--- config.mk ---
export PLATFORM = sky130hd
export DESIGN_NAME = shadeOutput
export DESIGN_NICKNAME = d
export VERILOG_FILES = /design/src/hdl/fixedPkg.sv /design/src/hdl/shadePkg.sv /design/src/hdl/shadeOutput.sv
export SDC_FILE = /design/constraint.sdc
export NUM_CORES = 2
export LEC_CHECK = 0
export BUFFER_PORTS_ARGS = -buffer_cell sky130_fd_sc_hd__buf_2
export CAP_MARGIN = 0
export CELL_PAD_IN_SITES_DETAIL_PLACEMENT = 0
export CELL_PAD_IN_SITES_GLOBAL_PLACEMENT = 1
export CORE_MARGIN = 8
export CORE_UTILIZATION = 53
export DETAILED_ROUTE_END_ITERATION = 10
export PLACE_DENSITY = 0.86
export SETUP_SLACK_MARGIN = 0.02
export SYNTH_ARGS = -nofsm -noshare
export SYNTH_HDL_FRONTEND = slang
export SYNTH_SLANG_ARGS = --single-unit
--- constraint.sdc ---
create_clock -name clk -period 12.7 [get_ports clk]
set_clock_uncertainty 0.1 [all_clocks]
set_input_delay 1.27 -clock clk [delete_from_list [all_inputs] [get_ports clk]]
set_output_delay 1.27 -clock clk [all_outputs]
set_load 0.01 [all_outputs]
--- src/hdl/fixedPkg.sv ---
/* Fixed-point formats for the shade stage
   Q1.14 for unit vectors and lighting factors, Q16.16 for positions and directions */
package fixedPkg;

    // --------------------
    // Formats
    // --------------------
    localparam int normFracBits  = 14;
    localparam int fixedFracBits = 16;

    // Normals, light direction, lighting factor
    typedef logic signed [15:0] fixedNormT;

    // Hit positions, view and bounce directions
    typedef logic signed [31:0] fixedT;

    typedef struct packed {
        fixedNormT x;
        fixedNormT y;
        fixedNormT z;
    } fixedNorm3T;

    typedef struct packed {
        fixedT x;
        fixedT y;
        fixedT z;
    } fixed3T;

    // --------------------
    // Constants
    // --------------------
    // 1.0 in Q1.14
    localparam fixedNormT normOne = 16'sd16384;

    // Ambient light, roughly 0.3
    localparam fixedNormT ambientLevel = 16'sd4915;

endpackage

--- src/hdl/shadePkg.sv ---
/* Shade stage records
   Fragment, render state, lane, sideband and output types plus pipeline depths */
package shadePkg;

    // --------------------
    // Pipeline depths
    // --------------------
    localparam int numChannels  = 3;
    // One quotient bit per stage, also the width of the bounce-weighted total
    localparam int divStages    = 12;
    localparam int laneLatency  = 1 + divStages;
    localparam int shadeLatency = 1 + laneLatency + 1;

    // --------------------
    // Basic types
    // --------------------
    typedef logic [numChannels-1:0][7:0] rgb8T;

    typedef enum logic [1:0] {
        surfaceNone,
        surfaceDiffuse,
        surfaceMetal,
        surfaceDielectric
    } surfaceT;

    typedef logic [3:0] bounceLevelT;

    // Hit record coming in from the shadow stage
    typedef struct packed {
        logic [9:0]          x;
        logic [9:0]          y;
        surfaceT             surface;
        logic                shadow;
        fixedPkg::fixedNorm3T normal;
        fixedPkg::fixed3T    viewDir;
        fixedPkg::fixed3T    hitPos;
        rgb8T                color;
        rgb8T                lastColor;
        bounceLevelT         bounceLevel;
        logic [15:0]         primIndex;
    } shadeFragmentT;

    typedef struct packed {
        fixedPkg::fixedNorm3T lightDir;
        bounceLevelT          maxBounceLevel;
    } renderStateT;

    // One color channel's work item
    typedef struct packed {
        fixedPkg::fixedNormT factor;
        logic [7:0]          material;
        logic [7:0]          last;
        bounceLevelT         bounceLevel;
    } laneInT;

    // Everything the output stage needs besides the colors
    typedef struct packed {
        logic [9:0]       x;
        logic [9:0]       y;
        logic [15:0]      primIndex;
        logic             isBounce;
        bounceLevelT      bounceLevel;
        fixedPkg::fixed3T hitPos;
        fixedPkg::fixed3T reflectDir;
    } sidebandT;

    // --------------------
    // Outputs
    // --------------------
    typedef struct packed {
        logic [9:0] x;
        logic [9:0] y;
        rgb8T       color;
    } pixelOutT;

    typedef struct packed {
        logic [9:0]       x;
        logic [9:0]       y;
        rgb8T             lastColor;
        bounceLevelT      bounceLevel;
        fixedPkg::fixed3T orig;
        fixedPkg::fixed3T dir;
        logic [15:0]      primIndex;
    } bounceRayT;

endpackage

--- src/hdl/shadeOutput.sv ---
/* Shade output: delays the sideband to meet the lanes, then
   registers a finished pixel or a bounce ray */
`timescale 1ns/10ps

module shadeOutput (
    input  logic                clk,
    input  logic                resetn,
    input  shadePkg::sidebandT  sideband,
    input  logic                sidebandStrobe,
    input  logic                chanStrobe [shadePkg::numChannels],
    input  logic [7:0]          chanOut [shadePkg::numChannels],
    output logic                outValid,
    output logic                bounceValid,
    output shadePkg::pixelOutT  pixel,
    output shadePkg::bounceRayT bounce
);

    shadePkg::sidebandT               sbLine [shadePkg::laneLatency];
    logic                             sbValid [shadePkg::laneLatency];
    shadePkg::sidebandT               sbTail;
    logic                             tailValid;
    shadePkg::rgb8T                   laneColor;
    logic [shadePkg::numChannels-1:0] laneValid;

    assign sbTail    = sbLine[shadePkg::laneLatency-1];
    assign tailValid = sbValid[shadePkg::laneLatency-1];

    always_comb begin
        for (int c = 0; c < shadePkg::numChannels; c++) begin
            laneColor[c] = chanOut[c];
            laneValid[c] = chanStrobe[c];
        end
    end

    // --------------------
    // Sideband delay line
    // --------------------
    always_ff @(posedge clk or negedge resetn) begin
        if (!resetn) begin
            for (int i = 0; i < shadePkg::laneLatency; i++) begin
                sbValid[i] <= 1'b0;
            end
            outValid    <= 1'b0;
            bounceValid <= 1'b0;
        end else begin
            sbValid[0] <= sidebandStrobe;
            for (int i = 1; i < shadePkg::laneLatency; i++) begin
                sbValid[i] <= sbValid[i-1];
            end
            outValid    <= tailValid && !sbTail.isBounce;
            bounceValid <= tailValid && sbTail.isBounce;
        end
    end

    always_ff @(posedge clk) begin
        sbLine[0] <= sideband;
        for (int i = 1; i < shadePkg::laneLatency; i++) begin
            sbLine[i] <= sbLine[i-1];
        end

        // --------------------
        // Output records
        // --------------------
        if (tailValid && !sbTail.isBounce) begin
            pixel.x     <= sbTail.x;
            pixel.y     <= sbTail.y;
            pixel.color <= laneColor;
        end
        if (tailValid && sbTail.isBounce) begin
            bounce.x           <= sbTail.x;
            bounce.y           <= sbTail.y;
            bounce.lastColor   <= laneColor;
            bounce.bounceLevel <= sbTail.bounceLevel + 4'd1;
            bounce.orig        <= sbTail.hitPos;
            bounce.dir         <= sbTail.reflectDir;
            bounce.primIndex   <= sbTail.primIndex;
        end
    end

    // Lanes and delay line stay in step
    lanesAligned: assert property (@(posedge clk) disable iff (!resetn)
        laneValid == {shadePkg::numChannels{tailValid}});

    oneOutputKind: assert property (@(posedge clk) disable iff (!resetn)
        !(outValid && bounceValid));

endmodule

# Word-level counts from Yosys, hierarchy flattened
# Memories as Yosys holds them, arrays and structs flattened.
# Cells that the tools add are included.
dict set report word_totals {
  regBits 315
  ram_bits 3029
  wordCells 38
  output_inout_bits 302
  latchBits 0
  romBits 0
  memories 1
}
# name words width rd rd_ports_with_merged_regs write_ports line_no
set mem_list {}
lappend mem_list {sbLine 13 233 13 0 13 shadeOutput.sv:18} ;# shadePkg::sidebandT sbLine [shadePkg::laneLatency];
dict set report classes {
  reduce_logical 3
  n_mux 0
  shifts 0
  bitwise_logic 0
  n_div 0
  n_eq_ne 0
  n_mul 0
  n_addsub 1
  n_lt_le_gt_ge 0
}
# operator count
set ops {}
lappend ops {{$add A4 B1 Y4 const B} 1}
lappend ops {{$logic_and A1 B1 Y1} 2}
lappend ops {{$logic_not A1 Y1} 1}

# Logic depth before layout (Yosys ltp)
dict set report depth {
  ltp_word 2
  ltp_mapped 2
}

# Least setup slack after synthesis
# Ideal clock, no wire load.
dict set report synth_timing {
  path_kind {register to register}
  startpoint {reg sbValid, in the netlist tailValid}
  endpoint {reg bounceValid}
  stages_incl_launch_ff 2
  setup_time_ns 0.755
  n_path_buf 0
  required_ns 11.845
  setup_slack_ns 5.694
  t_arrival_ns 6.152
  path_cell_list {dfrtp_1 and2_1}
}
dict set report synth_via {
  elab_chain_cells 1
}
# element line_no
set synth_lines {}
lappend synth_lines {{start: declaration} shadeOutput.sv:19} ;# logic sbValid [shadePkg::laneLatency];
lappend synth_lines {{start signal: indexed assignment} shadeOutput.sv:48} ;# sbValid[i] <= sbValid[i-1];
lappend synth_lines {{$logic_and A1 B1 Y1} shadeOutput.sv:51} ;# bounceValid <= tailValid && sbTail.isBounce;
lappend synth_lines {{end signal: assignment} shadeOutput.sv:51}
lappend synth_lines {{end: declaration} shadeOutput.sv:13} ;# output logic bounceValid,
# Every way passes these cells.
# A chain may end at the register's enable or synchronous reset.

==> flow_metrics.tcl <==
set metrics [dict create \
    synth_edf_count 300 \
    die_height_um 380 \
    power.total_mw 20.2 \
    drv_cap 0 \
    critPathCaptureType "flip-flop" \
    synthMuxAreaShare 0 \
    fin_ws_ns 9.36 \
    setup_tns_ns 0 \
    ant_nets 0 \
    yosysUniqueCellTypes 10 \
    ys_top_cells_by_count "3,029 x dfxtp_1, 300 x edfxtp_1, 15 x dfrtp_1" \
    clock_latency_ns 0.88 \
    dp_cells 5670 \
    cts_made_buffers 306 \
    place_area_sq_mm 0.0751 \
    ys_ff_latch 3344 \
    synth-simple-area-share 0.000250 \
    r2r_cells 3 \
    hold_path_depth 0 \
    cts_resized 0 \
    synth_area_sq_mm 0.0701 \
    antenna_found_initial 13 \
    hp-class "flip-flop to flip-flop" \
    grt_max_degree 141 \
    synth_fa_ha_area_frac 0.000179 \
    grt_overflow 0 \
    synthFlopType "dfxtp_1" \
    p_seq_frac 0.560 \
    start_util 0.534 \
    cts.sinks 3344 \
    cts_max_level 5 \
    crit_path_start_kind "flip-flop" \
    synth_top_family_by_area "simple AND/OR/NAND/NOR gates" \
    grtUsageTotal 0.138 \
    dieArea_sq_mm 0.144 \
    r2r_start "sbLine[1][1128]$_DFF_P_" \
    syn2layout_area_growth_pct 21.2 \
    crit_fanout 140 \
    worstSetupPathType "flip-flop to flip-flop" \
    synth_xor_area_frac 0.000250 \
    boundaryPins 565 \
    setup_viol_count_final 0 \
    cts_buffer_depth 4 \
    ys_seq_area_frac 0.999 \
    syn-num-nets 3615 \
    max-vdd-ir-drop_mv 0.179 \
    drive_gt1_frac 0.230 \
    worst_slew_pin_slew_ns 0.940 \
    yosysMostFrequentCell "dfxtp_1" \
    io_buffers 561 \
    grt_pass1_wl_mm 153 \
    dpl.hpwl_mm 52.6 \
    worst_ep_required_time_ns 13.04 \
    wl_per_cell_um 16.5 \
    layout.nets 4487 \
    hold_slack_ns 0.171 \
    wl_mm 102 \
    cts_tree "built" \
    crit_start "sbLine[1][1128]$_DFF_P_" \
    synthArstFlopShare 0.00449 \
    die_w_um 380 \
    drv_slew 0 \
    final_cells 6209 \
    finalCriticalPeriod_ns 3.34 \
    max_slew_margin 0.373 \
    yosysWarnings 0 \
    switchingPower_mw 3.84 \
    vias_per_cell 4.05 \
    synth_cells 3351 \
    max_freq_mhz 299 \
    post-place-ws_ns 9.35 \
    hold_violations 0 \
    synth_top_area_share 0.865 \
    ctsHoldBuffers 0 \
    cts_setup_buffers 0 \
    fin_crit_sh 0.263 \
    p_comb_frac 0.005 \
    drtPass1Iterations 4 \
    routabilityCongestion 0.715 \
    synthTopCellsByArea "dfxtp_1 87%, edfxtp_1 13%, dfrtp_1 0.54%" \
    min_from "sbLine[0][1688]$_DFF_P_" \
    critPathArrivalTime_ns 3.69 \
    status "complete, no violations" \
    synth-compound-area-share 0 \
    swShare 0.190 \
    p_leak_nw 35.7 \
    finish.utilization 0.647 \
    cellPowerDensity_mw_per_mm2 238 \
    first_global_vias 27400 \
    clock_power_share 0.435 \
    first_iter_violations 914 \
    std_cell_rows 133 \
    synth_area_leader_cell "dfxtp_1" \
    final_area_sq_mm 0.0849 \
    p_int_mw 16.4 \
    cts-root-buf "clkbuf_16" \
    grt_setup_unrepaired "false" \
    core_area_sq_mm 0.131 \
    routed-via-count 25100 \
    path_clk_slew_ns 0.07 \
    drc 0 \
    syn_avg_cell_area_sq_um 20.9 \
]
==> placed cells by master, fill, tap and decap left out, types with 2 or more instances in the layout <==
| master | instances |
|---|---|
| buf_2 | 561 |
| inv_4 | 4 |
| diode_2 | 4 |
| clkinvlp_4 | 7 |
| clkinv_4 | 3 |
| clkinv_2 | 52 |
| clkbuf_8 | 54 |
| clkinv_1 | 3 |
| bufinv_16 | 10 |
| clkbuf_1 | 73 |
| clkbuf_16 | 321 |
| inv_6 | 6 |
| dfrtp_1 | 15 |
| buf_4 | 2 |
| edfxtp_1 | 300 |
| dfxtp_1 | 3029 |
==> kinds of logic after synthesis <==
group                      count (synthesis)
DFF                                     3344
and+or+nand+nor                            3
xor gates and xnor gates                   2
buffers and inverters                      1
adders and majority gates                  1
==> critical path, stage by stage (launching register included) <==
cell     delay, ns
dfxtp_1       0.38
and2_4        0.67
buf_12        0.69
buf_4         0.84
==> flip-flops by register name, summed over array words and instances (netlist names) <==
| signal | flops |
|---|---|
| bounceValid | 1 |
| sbLine | 3029 |
| tailValid | 1 |
| bounce | 256 |
| pixel | 44 |
| sbValid | 12 |
| outValid | 1 |
==> routing by layer <==
metal  track usage  part of all wire
met1         0.140              0.37
met2         0.255              0.53
met3        0.0494             0.067
met4        0.0600             0.031
met5             0           0.00040
==> final cells by class <==
| class | instances | area [sq um] |
|---|---|---|
| Clock buffer | 448 | 9050 |
| Antenna cell | 4 | 10.0 |
| Multi-Input combinational cell | 6 | 57.6 |
| Timing Repair Buffer | 564 | 2840 |
| Inverter | 1 | 3.75 |
| Clock inverter | 87 | 756 |
| Tap cell | 1755 | 2200 |
| Fill cell | 8302 | 46400 |
| Sequential cell | 3344 | 70000 |
==> power groups by stage <==
stage / Combinational [mW] / Clock, mW / Sequential (mW)
after floorplan: 0.0139 / 0 / 11.5
after global placement: 0.105 / 0 / 11.5
after detailed placement: 0.106 / 0 / 11.5
after CTS: 0.109 / 9.05 / 11.3
after global routing: 0.113 / 9.48 / 11.4
final: 0.105 / 8.79 / 11.3
==> worst paths after layout <==
path	slack, ns	to
worst max-delay path	9.36	bounce[172]$_DFFE_PP_
worst min-delay path	0.17	sbLine[1][57]$_DFF_P_
worst max register to register	9.36	bounce[172]$_DFFE_PP_
worst min register to register	0.17	sbLine[1][57]$_DFF_P_
max in group asynchronous	12.04	sbValid[2]$_DFF_PN0_
min in group asynchronous	0.19	bounceValid$_DFF_PN0_
No activity file was read; power rests on OpenSTA's default activity.
