## config.mk

```make
export PLATFORM = sky130hd
export DESIGN_NAME = colorLane
export DESIGN_NICKNAME = d
export VERILOG_FILES = /design/src/hdl/fixedPkg.sv /design/src/hdl/shadePkg.sv /design/src/hdl/colorLane.sv
export SDC_FILE = /design/constraint.sdc
export NUM_CORES = 1
export LEC_CHECK = 0
export BUFFER_PORTS_ARGS = -buffer_cell sky130_fd_sc_hd__buf_2
export CORE_ASPECT_RATIO = 2
export CORE_MARGIN = 1.5
export CORE_UTILIZATION = 50
export CTS_BUF_LIST = sky130_fd_sc_hd__clkbuf_2
export CTS_CLUSTER_SIZE = 25
export DETAILED_ROUTE_END_ITERATION = 12
export PLACE_DENSITY = 0.67
export SYNTH_ARGS = -nofsm -noshare
export SYNTH_HDL_FRONTEND = slang
export SYNTH_SLANG_ARGS = --single-unit
```

## constraint.sdc

```tcl
create_clock -name clk -period 5.7 [get_ports clk]
set_input_delay 0 -clock clk [delete_from_list [all_inputs] [get_ports clk]]
set_output_delay 0 -clock clk [all_outputs]
set_load 0.005 [all_outputs]
```

## src/hdl/fixedPkg.sv

```systemverilog
/* Fixed-point formats for the shade stage
   Q1.14 for unit vectors and lighting factors, Q16.16 for positions and directions */
package fixedPkg;

    // --------------------
    // Formats
    // --------------------
    localparam int normFracBits  = 14;
    localparam int fixedFracBits = 16;

    // Normals, light direction, lighting factor
    typedef logic signed [15:0] fixedNormT;

    // Hit positions, view and bounce directions
    typedef logic signed [31:0] fixedT;

    typedef struct packed {
        fixedNormT x;
        fixedNormT y;
        fixedNormT z;
    } fixedNorm3T;

    typedef struct packed {
        fixedT x;
        fixedT y;
        fixedT z;
    } fixed3T;

    // --------------------
    // Constants
    // --------------------
    // 1.0 in Q1.14
    localparam fixedNormT normOne = 16'sd16384;

    // Ambient light, roughly 0.3
    localparam fixedNormT ambientLevel = 16'sd4915;

endpackage

```

## src/hdl/shadePkg.sv

```systemverilog
/* Shade stage records
   Fragment, render state, lane, sideband and output types plus pipeline depths */
package shadePkg;

    // --------------------
    // Pipeline depths
    // --------------------
    localparam int numChannels  = 3;
    // One quotient bit per stage, also the width of the bounce-weighted total
    localparam int divStages    = 12;
    localparam int laneLatency  = 1 + divStages;
    localparam int shadeLatency = 1 + laneLatency + 1;

    // --------------------
    // Basic types
    // --------------------
    typedef logic [numChannels-1:0][7:0] rgb8T;

    typedef enum logic [1:0] {
        surfaceNone,
        surfaceDiffuse,
        surfaceMetal,
        surfaceDielectric
    } surfaceT;

    typedef logic [3:0] bounceLevelT;

    // Hit record coming in from the shadow stage
    typedef struct packed {
        logic [9:0]          x;
        logic [9:0]          y;
        surfaceT             surface;
        logic                shadow;
        fixedPkg::fixedNorm3T normal;
        fixedPkg::fixed3T    viewDir;
        fixedPkg::fixed3T    hitPos;
        rgb8T                color;
        rgb8T                lastColor;
        bounceLevelT         bounceLevel;
        logic [15:0]         primIndex;
    } shadeFragmentT;

    typedef struct packed {
        fixedPkg::fixedNorm3T lightDir;
        bounceLevelT          maxBounceLevel;
    } renderStateT;

    // One color channel's work item
    typedef struct packed {
        fixedPkg::fixedNormT factor;
        logic [7:0]          material;
        logic [7:0]          last;
        bounceLevelT         bounceLevel;
    } laneInT;

    // Everything the output stage needs besides the colors
    typedef struct packed {
        logic [9:0]       x;
        logic [9:0]       y;
        logic [15:0]      primIndex;
        logic             isBounce;
        bounceLevelT      bounceLevel;
        fixedPkg::fixed3T hitPos;
        fixedPkg::fixed3T reflectDir;
    } sidebandT;

    // --------------------
    // Outputs
    // --------------------
    typedef struct packed {
        logic [9:0] x;
        logic [9:0] y;
        rgb8T       color;
    } pixelOutT;

    typedef struct packed {
        logic [9:0]       x;
        logic [9:0]       y;
        rgb8T             lastColor;
        bounceLevelT      bounceLevel;
        fixedPkg::fixed3T orig;
        fixedPkg::fixed3T dir;
        logic [15:0]      primIndex;
    } bounceRayT;

endpackage

```

## src/hdl/colorLane.sv

```systemverilog
/* Color lane: current channel value, bounce-weighted total and a
   pipelined restoring divide by the number of bounces so far */
`timescale 1ns/10ps

module colorLane (
    input  logic             clk,
    input  logic             resetn,
    input  logic             laneStrobe,
    input  shadePkg::laneInT laneIn,
    output logic             chanStrobe,
    output logic [7:0]       chanOut
);

    // Dividend shifts out at the top while quotient bits shift in below
    typedef struct packed {
        logic [shadePkg::divStages-1:0] num;
        logic [4:0]                     rem;
        logic [4:0]                     divisor;
    } divStageT;

    logic [23:0]                    product;
    logic [7:0]                     current;
    logic [shadePkg::divStages-1:0] total;
    divStageT                       stage [shadePkg::divStages+1];
    divStageT                       stepOut [shadePkg::divStages];
    logic [5:0]                     trial [shadePkg::divStages];
    logic                           valid [shadePkg::divStages+1];

    // --------------------
    // Product stage
    // --------------------
    always_comb begin
        // Factor is never negative here
        product = laneIn.factor[14:0] * laneIn.material;
        current = product[fixedPkg::normFracBits +: 8];
        total   = laneIn.last * laneIn.bounceLevel + current;
    end

    // --------------------
    // Divider steps
    // --------------------
    always_comb begin
        for (int s = 0; s < shadePkg::divStages; s++) begin
            trial[s] = {stage[s].rem, stage[s].num[shadePkg::divStages-1]};
            stepOut[s].divisor = stage[s].divisor;
            if (trial[s] >= 6'(stage[s].divisor)) begin
                stepOut[s].rem = 5'(trial[s] - 6'(stage[s].divisor));
                stepOut[s].num = {stage[s].num[shadePkg::divStages-2:0], 1'b1};
            end else begin
                stepOut[s].rem = trial[s][4:0];
                stepOut[s].num = {stage[s].num[shadePkg::divStages-2:0], 1'b0};
            end
        end
    end

    always_ff @(posedge clk or negedge resetn) begin
        if (!resetn) begin
            for (int s = 0; s <= shadePkg::divStages; s++) begin
                valid[s] <= 1'b0;
            end
        end else begin
            valid[0] <= laneStrobe;
            for (int s = 0; s < shadePkg::divStages; s++) begin
                valid[s+1] <= valid[s];
            end
        end
    end

    always_ff @(posedge clk) begin
        stage[0].num     <= total;
        stage[0].rem     <= '0;
        stage[0].divisor <= {1'b0, laneIn.bounceLevel} + 5'd1;
        for (int s = 0; s < shadePkg::divStages; s++) begin
            stage[s+1] <= stepOut[s];
        end
    end

    assign chanStrobe = valid[shadePkg::divStages];
    assign chanOut    = stage[shadePkg::divStages].num[7:0];

    // Averaging keeps the result within one channel
    quotientFits: assert property (@(posedge clk) disable iff (!resetn)
        chanStrobe |-> stage[shadePkg::divStages].num[shadePkg::divStages-1:8] == '0);

endmodule

```

* After elaboration in Yosys (flattened, before gate mapping)
Memories as Yosys holds them, arrays and structs flattened.
Cells that the tools add are included.
** Storage, ports and cells
- Register bits :: 13
- Bits in writable memories :: 286
- Output and inout bits :: 9
- Word-level logic and storage cells :: 54
- Memories :: 1
** Memories
- stage :: depth 13, width 22, rd ports 13, clocked after memory_dff 0, wr ports 13, line colorLane.sv:24 : divStageT stage [shadePkg::divStages+1];
** Cells by class
- $add $sub $neg :: 14
- $mul :: 2
- Order comparisons :: 12
- Mux-type cells :: 12
** Operator list (number)
- $ge A6 B5 Y1 :: 12
- $mux W6 :: 12
- $sub A5 B5 Y5 :: 12
- $mul A15 B8 Y22 :: 1
- $add A12 B8 Y12 :: 1
- $mul A8 B4 Y12 :: 1
- $add A4 B1 Y5 const B :: 1

* Depth between registers and ports, before layout
Gate-level depths: netlist (run 1).
An unclocked memory read counts as a cell.
- Depth after elaboration :: 3
- Gate-level depth with buffers :: 26
- Depth with buffers taken out :: 25

* Least setup slack after synthesis (run 1)
Ideal clock, no wire load.
- Path type :: input -> register
- Start point :: input laneIn[19] in the netlist's numbering
- End point :: memory stage[0][21] in the netlist's numbering
- Arrival :: 5660 ps
- Data required time :: 5594 ps
- Slack :: -66 ps
- Stages :: 24
- Cells stage by stage :: clkbuf_1 -> and2_1 -> fa_1 -> fa_1 -> fa_1 -> inv_1 -> fa_1 -> inv_1 -> ha_1 -> a21oi_1 -> nand2_1 -> a221oi_2 -> o21ai_0 -> a31oi_1 -> xnor2_1 -> ha_1 -> ha_1 -> fa_1 -> a21o_1 -> a21oi_1 -> nor2b_1 -> o21ai_0 -> a21oi_1 -> o311ai_0
** RTL lines
- from (decl) :: line colorLane.sv:9 : input shadePkg::laneInT laneIn,
- to (decl) :: line colorLane.sv:24

==> results.toml, run 1 <==
[run_status]
status = "complete, no violations"

[placed_design]
dp_hpwl_um = 19100
place_ws_ns = -0.393
placed_cell_area_um2 = 13200
dpl.cell_count = 1545
portBuffers = 46
gp_congestion = 0.863

[power_and_ir_drop]
powerDensity_nw_per_um2 = 547
p_sw_mw = 2.83
ir_drop_v = 0.000306
comb_power_share = 0.533
p_seq_frac = 0.339
p_leak_nw = 6.80
p_sw_frac = 0.376
finalPower_mw = 7.53
internal_power_mw = 4.70
clkPwrFrac = 0.128

[setup_path]
slowest_stage = "fa_1"
startpoint_type = "primary input"
cpLargestDelayFamily = "adder cells"
worst-setup-path-type = "primary input to flip-flop"
worst_ep_required_time_ns = 6.33
critPathMaxFanout = 5
cp-end-kind = "flip-flop"
crit_path_max_incr_delay_ns = 0.54
crit_top_cell = "fa_1"
cp_cell_sequence = "buf_2 > buf_4 > and2_1 > fa_1 > fa_1 > fa_1 > inv_1 > fa_1 > inv_1 > ha_1 > a21oi_1 > buf_4 > o211a_1 > o31a_1 > xnor2_1 > fa_1 > fa_1 > a21o_1 > a21oi_1 > nor2b_1 > o21ai_1 > a21oi_1 > o311ai_0"
critPathArrivalTime_ns = 5.97
critPathBufInv = 5

[grt]
grtUsageMet1 = 0.138
gr-usage-met2 = 0.421
busiest_layer = "met2"
met3_usage = 0.0264
antenna_found_initial = 1
grt_pass1_wl_um = 38600
grt_overflow = 0
grt_max_degree = 16
grt_pass1_vias = 9037
grt.total_usage = 0.191

[finish]
nFillCells = 2132
final_area_um2 = 13800
final_util = 0.576
final_cells = 1643
fin_nets = 1580
syn_to_final_growth_pct = 12.4
final_layout_size_suffix_gt1_frac = 0.146

[route]
vias = 8233
drcViolationCount = 0
route.antenna.remaining_nets = 0
drt_pass1_iterations = 4
viasPerCell = 5.01
drtIter0Drc = 180
wirelength_um = 23100
post_drt_wl_per_cell_um = 14.0

[sta]
clock_skew_ns = 0.0436
fin_crit_ns = 5.34
fin_tns_setup_ns = 0
max_freq_ghz = 0.187
worst_slack_ns = 0.358
worstMarginPinSlew_ns = 0.815
slew_headroom = 0.456
fin_worst_hold_slack_ns = 0.0926
hold_viol_final = 0
fin_crit_sh = 0.937
setup_viol = 0
rsz0062_at_grt = "false"
finalMaxSlewViolations = 0

[synthesis]
synth_fp_nets = 1428
synth-adder-area-share = 0.290
yosys-top-cells-area = "dfxtp_1 37%, fa_1 17%, ha_1 12%"
syn-cell-area_um2 = 12300
yosys_most_used_dff = "dfxtp_1"
synth-xor-area-share = 0.0279
synth_compound_area_frac = 0.0689
synth.most_common_cell = "dfxtp_1"
yosysUniqueCellTypes = 51
synth-simple-area-share = 0.128
yosysTopAreaCell = "dfxtp_1"
ys_seq_elements = 242
synthArstFlopShare = 0.0537
synth_warnings = 0
syn_inst = 1168
synth.top_cells.by_count = "229 x dfxtp_1, 198 x inv_1, 116 x ha_1"
muxShareOfSynthArea = 0.0157
synth_top_area_share = 0.374
synth-seq-area-share = 0.401
synth_area_per_cell_um2 = 10.5
synth_top_family_by_area = "adder cells"
synth_edf_count = 0

[floorplan]
die_area_um2 = 25500
die_w_um = 114
rows = 80
dieHeight_um = 224
start_util = 0.512
coreArea_um2 = 23900
ios = 48

[clock_tree]
htreeDepth = 2
cts_tree = "built"
clk_pin_slew_ns = 0.11
post_cts_buffers = 0
clock-sinks = 242
insertion_delay_ns = 0.77
max-clock-path-buffers = 3
cts-root-buf = "clkbuf_2"
cts_made_buffers = 48

[hold_path]
hold_class = "primary input to flip-flop"

[job]
cap_violations = 0
-- what timing repair did --
item / CTS / global route
endpoints found under the hold margin: 22 / 0
resized for setup: 0 / 0
hold buffers: 12 / 0
-- worst min-delay path: stages --
cell and delay [ns]:
dlygate4sd3_1 0.54, buf_2 0.19, inv_1 0.07
-- final timing paths --
path	cells after the start	from	slack [ns]	to
max in group asynchronous	3	resetn	5.00	valid[12]
hold reg to reg	0	stage[0][129]	0.30	stage[0][152]
setup reg to reg	9	stage[0][43]	3.38	stage[0][52]
hold / removal	3	laneIn[0]	0.09	stage[0][0]
setup / recovery	23	laneIn[25]	0.36	stage[0][21]
min in group asynchronous	3	resetn	0.28	valid[3]
-- state kept, by name, indices dropped and copies added (netlist names) --
signal and flops:
chanStrobe 1, stage 229, valid 12
-- layout make-up --
type                            count  area [um2]  area share
Antenna cell                        1        2.50    0.000182
Clock buffer                       63         315      0.0229
Clock inverter                     22         114     0.00827
Inverter                          198         743      0.0540
Multi-Input combinational cell    708        6500       0.472
Sequential cell                   242        4910       0.356
Tap cell                          287         359      0.0261
Timing Repair Buffer              122         831      0.0603
-- layer usage --
metal  part of all wire  up-vias
met1               0.30     3974
met4              0.055        0
li1                   -     4030
met3              0.025       81
met5                  0        -
met2               0.63      148
-- logic make-up (layout without fill, tap and decap cells) --
kind of cell    Yosys count  after routing
compound gates          135            135
xor+xnor                 39             39
fa+ha+maj               221            221
buf+inv                 218            405
flops                   242            242
mux                      19             19
other cells               0              1
simple gates            294            294
-- power by group through the flow --
stage / registers, mW / clock network, mW / logic, mW
floorplan: 2.53 / 0 / 2.75
global placement: 2.60 / 0 / 3.95
detailed placement: 2.61 / 0 / 4.05
CTS: 2.57 / 1.02 / 4.08
global route: 2.62 / 1.09 / 4.60
finish: 2.56 / 0.962 / 4.01
-- cells in the final DEF (no fill, tap or decap), drive strengths merged, types with 2 or more instances in the layout --
cell and n:
a211oi 9, nand3 17, o21bai 2, a21oi 34, or4 4, o31a 2, clkinv 19, mux2i 17
nand2 76, a2111oi 3, buf 110, o211ai 3, a31oi 2, or2 2, inv 200, a21o 16
nand3b 2, nor2 26, nor3 16, dfxtp 229, mux2 2, clkbuf 63, dlygate4sd3 12, and3 4
a31o 2, dfrtp 13, ha 116, xnor2 18, nand2b 10, and2 117, o21a 2, o311ai 3
fa 105, nor2b 13, nor4 2, xor2 21, nand4 2, o21ai 51
No activity file was read; power rests on OpenSTA's default activity.
==> run 2: changes to the inputs <==
--- a/config.mk
+++ b/config.mk
@@ -6,7 +6,6 @@
 export NUM_CORES = 1
 export LEC_CHECK = 0
 export BUFFER_PORTS_ARGS = -buffer_cell sky130_fd_sc_hd__buf_2
-export CORE_ASPECT_RATIO = 2
 export CORE_MARGIN = 1.5
 export CORE_UTILIZATION = 50
 export CTS_BUF_LIST = sky130_fd_sc_hd__clkbuf_2
==> results.toml, run 2 (same netlist as run 1, synthesis figures left out) <==
[setup_path]
r2r_slack_ns = 3.49
cp-end-kind = "flip-flop"
slowest_stage = "fa_1"
cpLargestDelayFamily = "adder cells"
rr_endpoint = "stage[0][52]"
critical_path_depth = 22
crit_path_max_incr_delay_ns = 0.55
r2r_start = "stage[0][43]"
cp_cell_sequence = "buf_2 > buf_4 > and2_1 > fa_1 > fa_1 > fa_1 > inv_1 > fa_1 > inv_1 > ha_1 > a21oi_1 > o211ai_1 > nor2b_1 > a21oi_1 > a31oi_1 > xnor2_1 > fa_1 > ha_1 > or2_2 > a21oi_1 > a21oi_1 > o311ai_0"
critPathMaxFanout = 9
startpoint = "laneIn[19]"
worst_ep_required_time_ns = 6.36
startpoint_type = "primary input"
worst-r2r-cell-count = 9
critPathCapture = "stage[0][21]"
worst-setup-path-type = "primary input to flip-flop"
crit_top_cell = "fa_1"
critPathBufInv = 4
critPathArrivalTime_ns = 5.88

[sta]
setup_viol = 0
slew_headroom = 0.505
fin_worst_hold_slack_ns = 0.136
max_freq_ghz = 0.192
finalMaxSlewViolations = 0
worst_slack_ns = 0.478
fin_crit_ns = 5.22
fin_crit_sh = 0.916
fin_tns_setup_ns = 0
worstMarginPinSlew_ns = 0.742
rsz0062_at_grt = "false"
clock_skew_ns = 0.111
hold_viol_final = 0

[route]
drt_pass1_iterations = 4
viasPerCell = 4.67
route.antenna.remaining_nets = 0
post_drt_wl_per_cell_um = 10.9
drcViolationCount = 0
drtIter0Drc = 211
wirelength_um = 18500
vias = 7924

[finish]
fin_nets = 1589
ff_latch_area_um2 = 4910
nFillCells = 2138
final_cell_mix = "229 x dfxtp_1, 198 x inv_1, 116 x ha_1, 111 x and2_1, 105 x fa_1"
final_util = 0.575
final_layout_size_suffix_gt1_frac = 0.155
syn_to_final_growth_pct = 13.4
final_common_cell = "dfxtp_1"
top_register = "stage"
multi_input_area_um2 = 6500
largest_reg_flops = 229

[floorplan]
die_w_um = 160
coreArea_um2 = 24200
die_area_um2 = 25500
rows = 57
ios = 48
dieHeight_um = 160
start_util = 0.507

[clock_tree]
clock-sinks = 242
htreeDepth = 2
cts-root-buf = "clkbuf_2"
cts_tree = "built"
max-clock-path-buffers = 3
clk_pin_slew_ns = 0.11
insertion_delay_ns = 0.81
post_cts_buffers = 0
post_cts_resized = 0
cts_made_buffers = 56
hold_buffers = 16

[power_and_ir_drop]
ir_drop_v = 0.000363
powerDensity_nw_per_um2 = 529
p_leak_nw = 6.86
finalPower_mw = 7.35

[placed_design]
place_ws_ns = -0.306
portBuffers = 46
gp_congestion = 0.807
dp_hpwl_um = 14700

[job]
cap_violations = 0

[grt]
grt_max_degree = 16
antenna_found_initial = 1
grt_overflow = 0
grt_pass1_vias = 8435
grt_pass1_wl_um = 34400
grt.total_usage = 0.159

[hold_path]
hold_class = "primary input to flip-flop"

[run_status]
status = "complete, no violations"
-- run 2: cell count changes in the layout (fill, tap and decap cells not counted) --
cell           before  now
clkbuf_2           63   82
clkinv_1           15   13
clkinvlp_4          0    1
bufinv_16           1    0
inv_2               2    0
buf_4              64   61
clkinv_4            0    1
dlygate4sd3_1      12   16
-- run 2: tightest hold or removal path: stages --
cell           delay [ns]
dlygate4sd3_1        0.51
buf_2                0.20
ha_1                 0.16
-- run 2: per-stage QoR --
step	cells	cell area, um2
floorplan	1168	12300
global placement	1579	13200
detailed placement	1579	13200
CTS	1696	13900
global route	1697	13900
finish	1697	13900
-- run 2: power breakdown --
group | switching, mW | internal [mW]
sequential | 0.187 | 2.36
clock | 0.614 | 0.389
combinational | 1.89 | 1.91
total | 2.69 | 4.66
-- run 2: worst min path at each step --
stage	startpoint	endpoint	slack, ns	cells past startpoint
after floorplan	resetn	chanStrobe	-0.30	0
after global placement	resetn	chanStrobe	-0.11	1
after detailed placement	resetn	chanStrobe	-0.11	1
after CTS	laneIn[1]	stage[0][1]	0.03	3
after global routing	laneIn[0]	stage[0][1]	0.06	3
final	laneIn[0]	stage[0][1]	0.14	3
-- run 2: cell type report --
cell class / count / area share
multi-input cells: 708 / 0.467
flip-flops and latches: 242 / 0.353
repair buffers: 123 / 0.0610
inverters: 198 / 0.0535
clock buffers: 82 / 0.0295
well taps: 324 / 0.0292
clock inverters: 19 / 0.00612
diodes: 1 / 0.000180
-- run 2: layer usage --
| metal | vias to the layer above | share of wire | global-route usage |
|---|---|---|---|
| met5 | - | 0 | 0 |
| met4 | 0 | 0.015 | 0.0429 |
| met3 | 25 | 0.029 | 0.0341 |
| met2 | 76 | 0.51 | 0.297 |
| met1 | 3767 | 0.45 | 0.182 |
| li1 | 4056 | - | - |
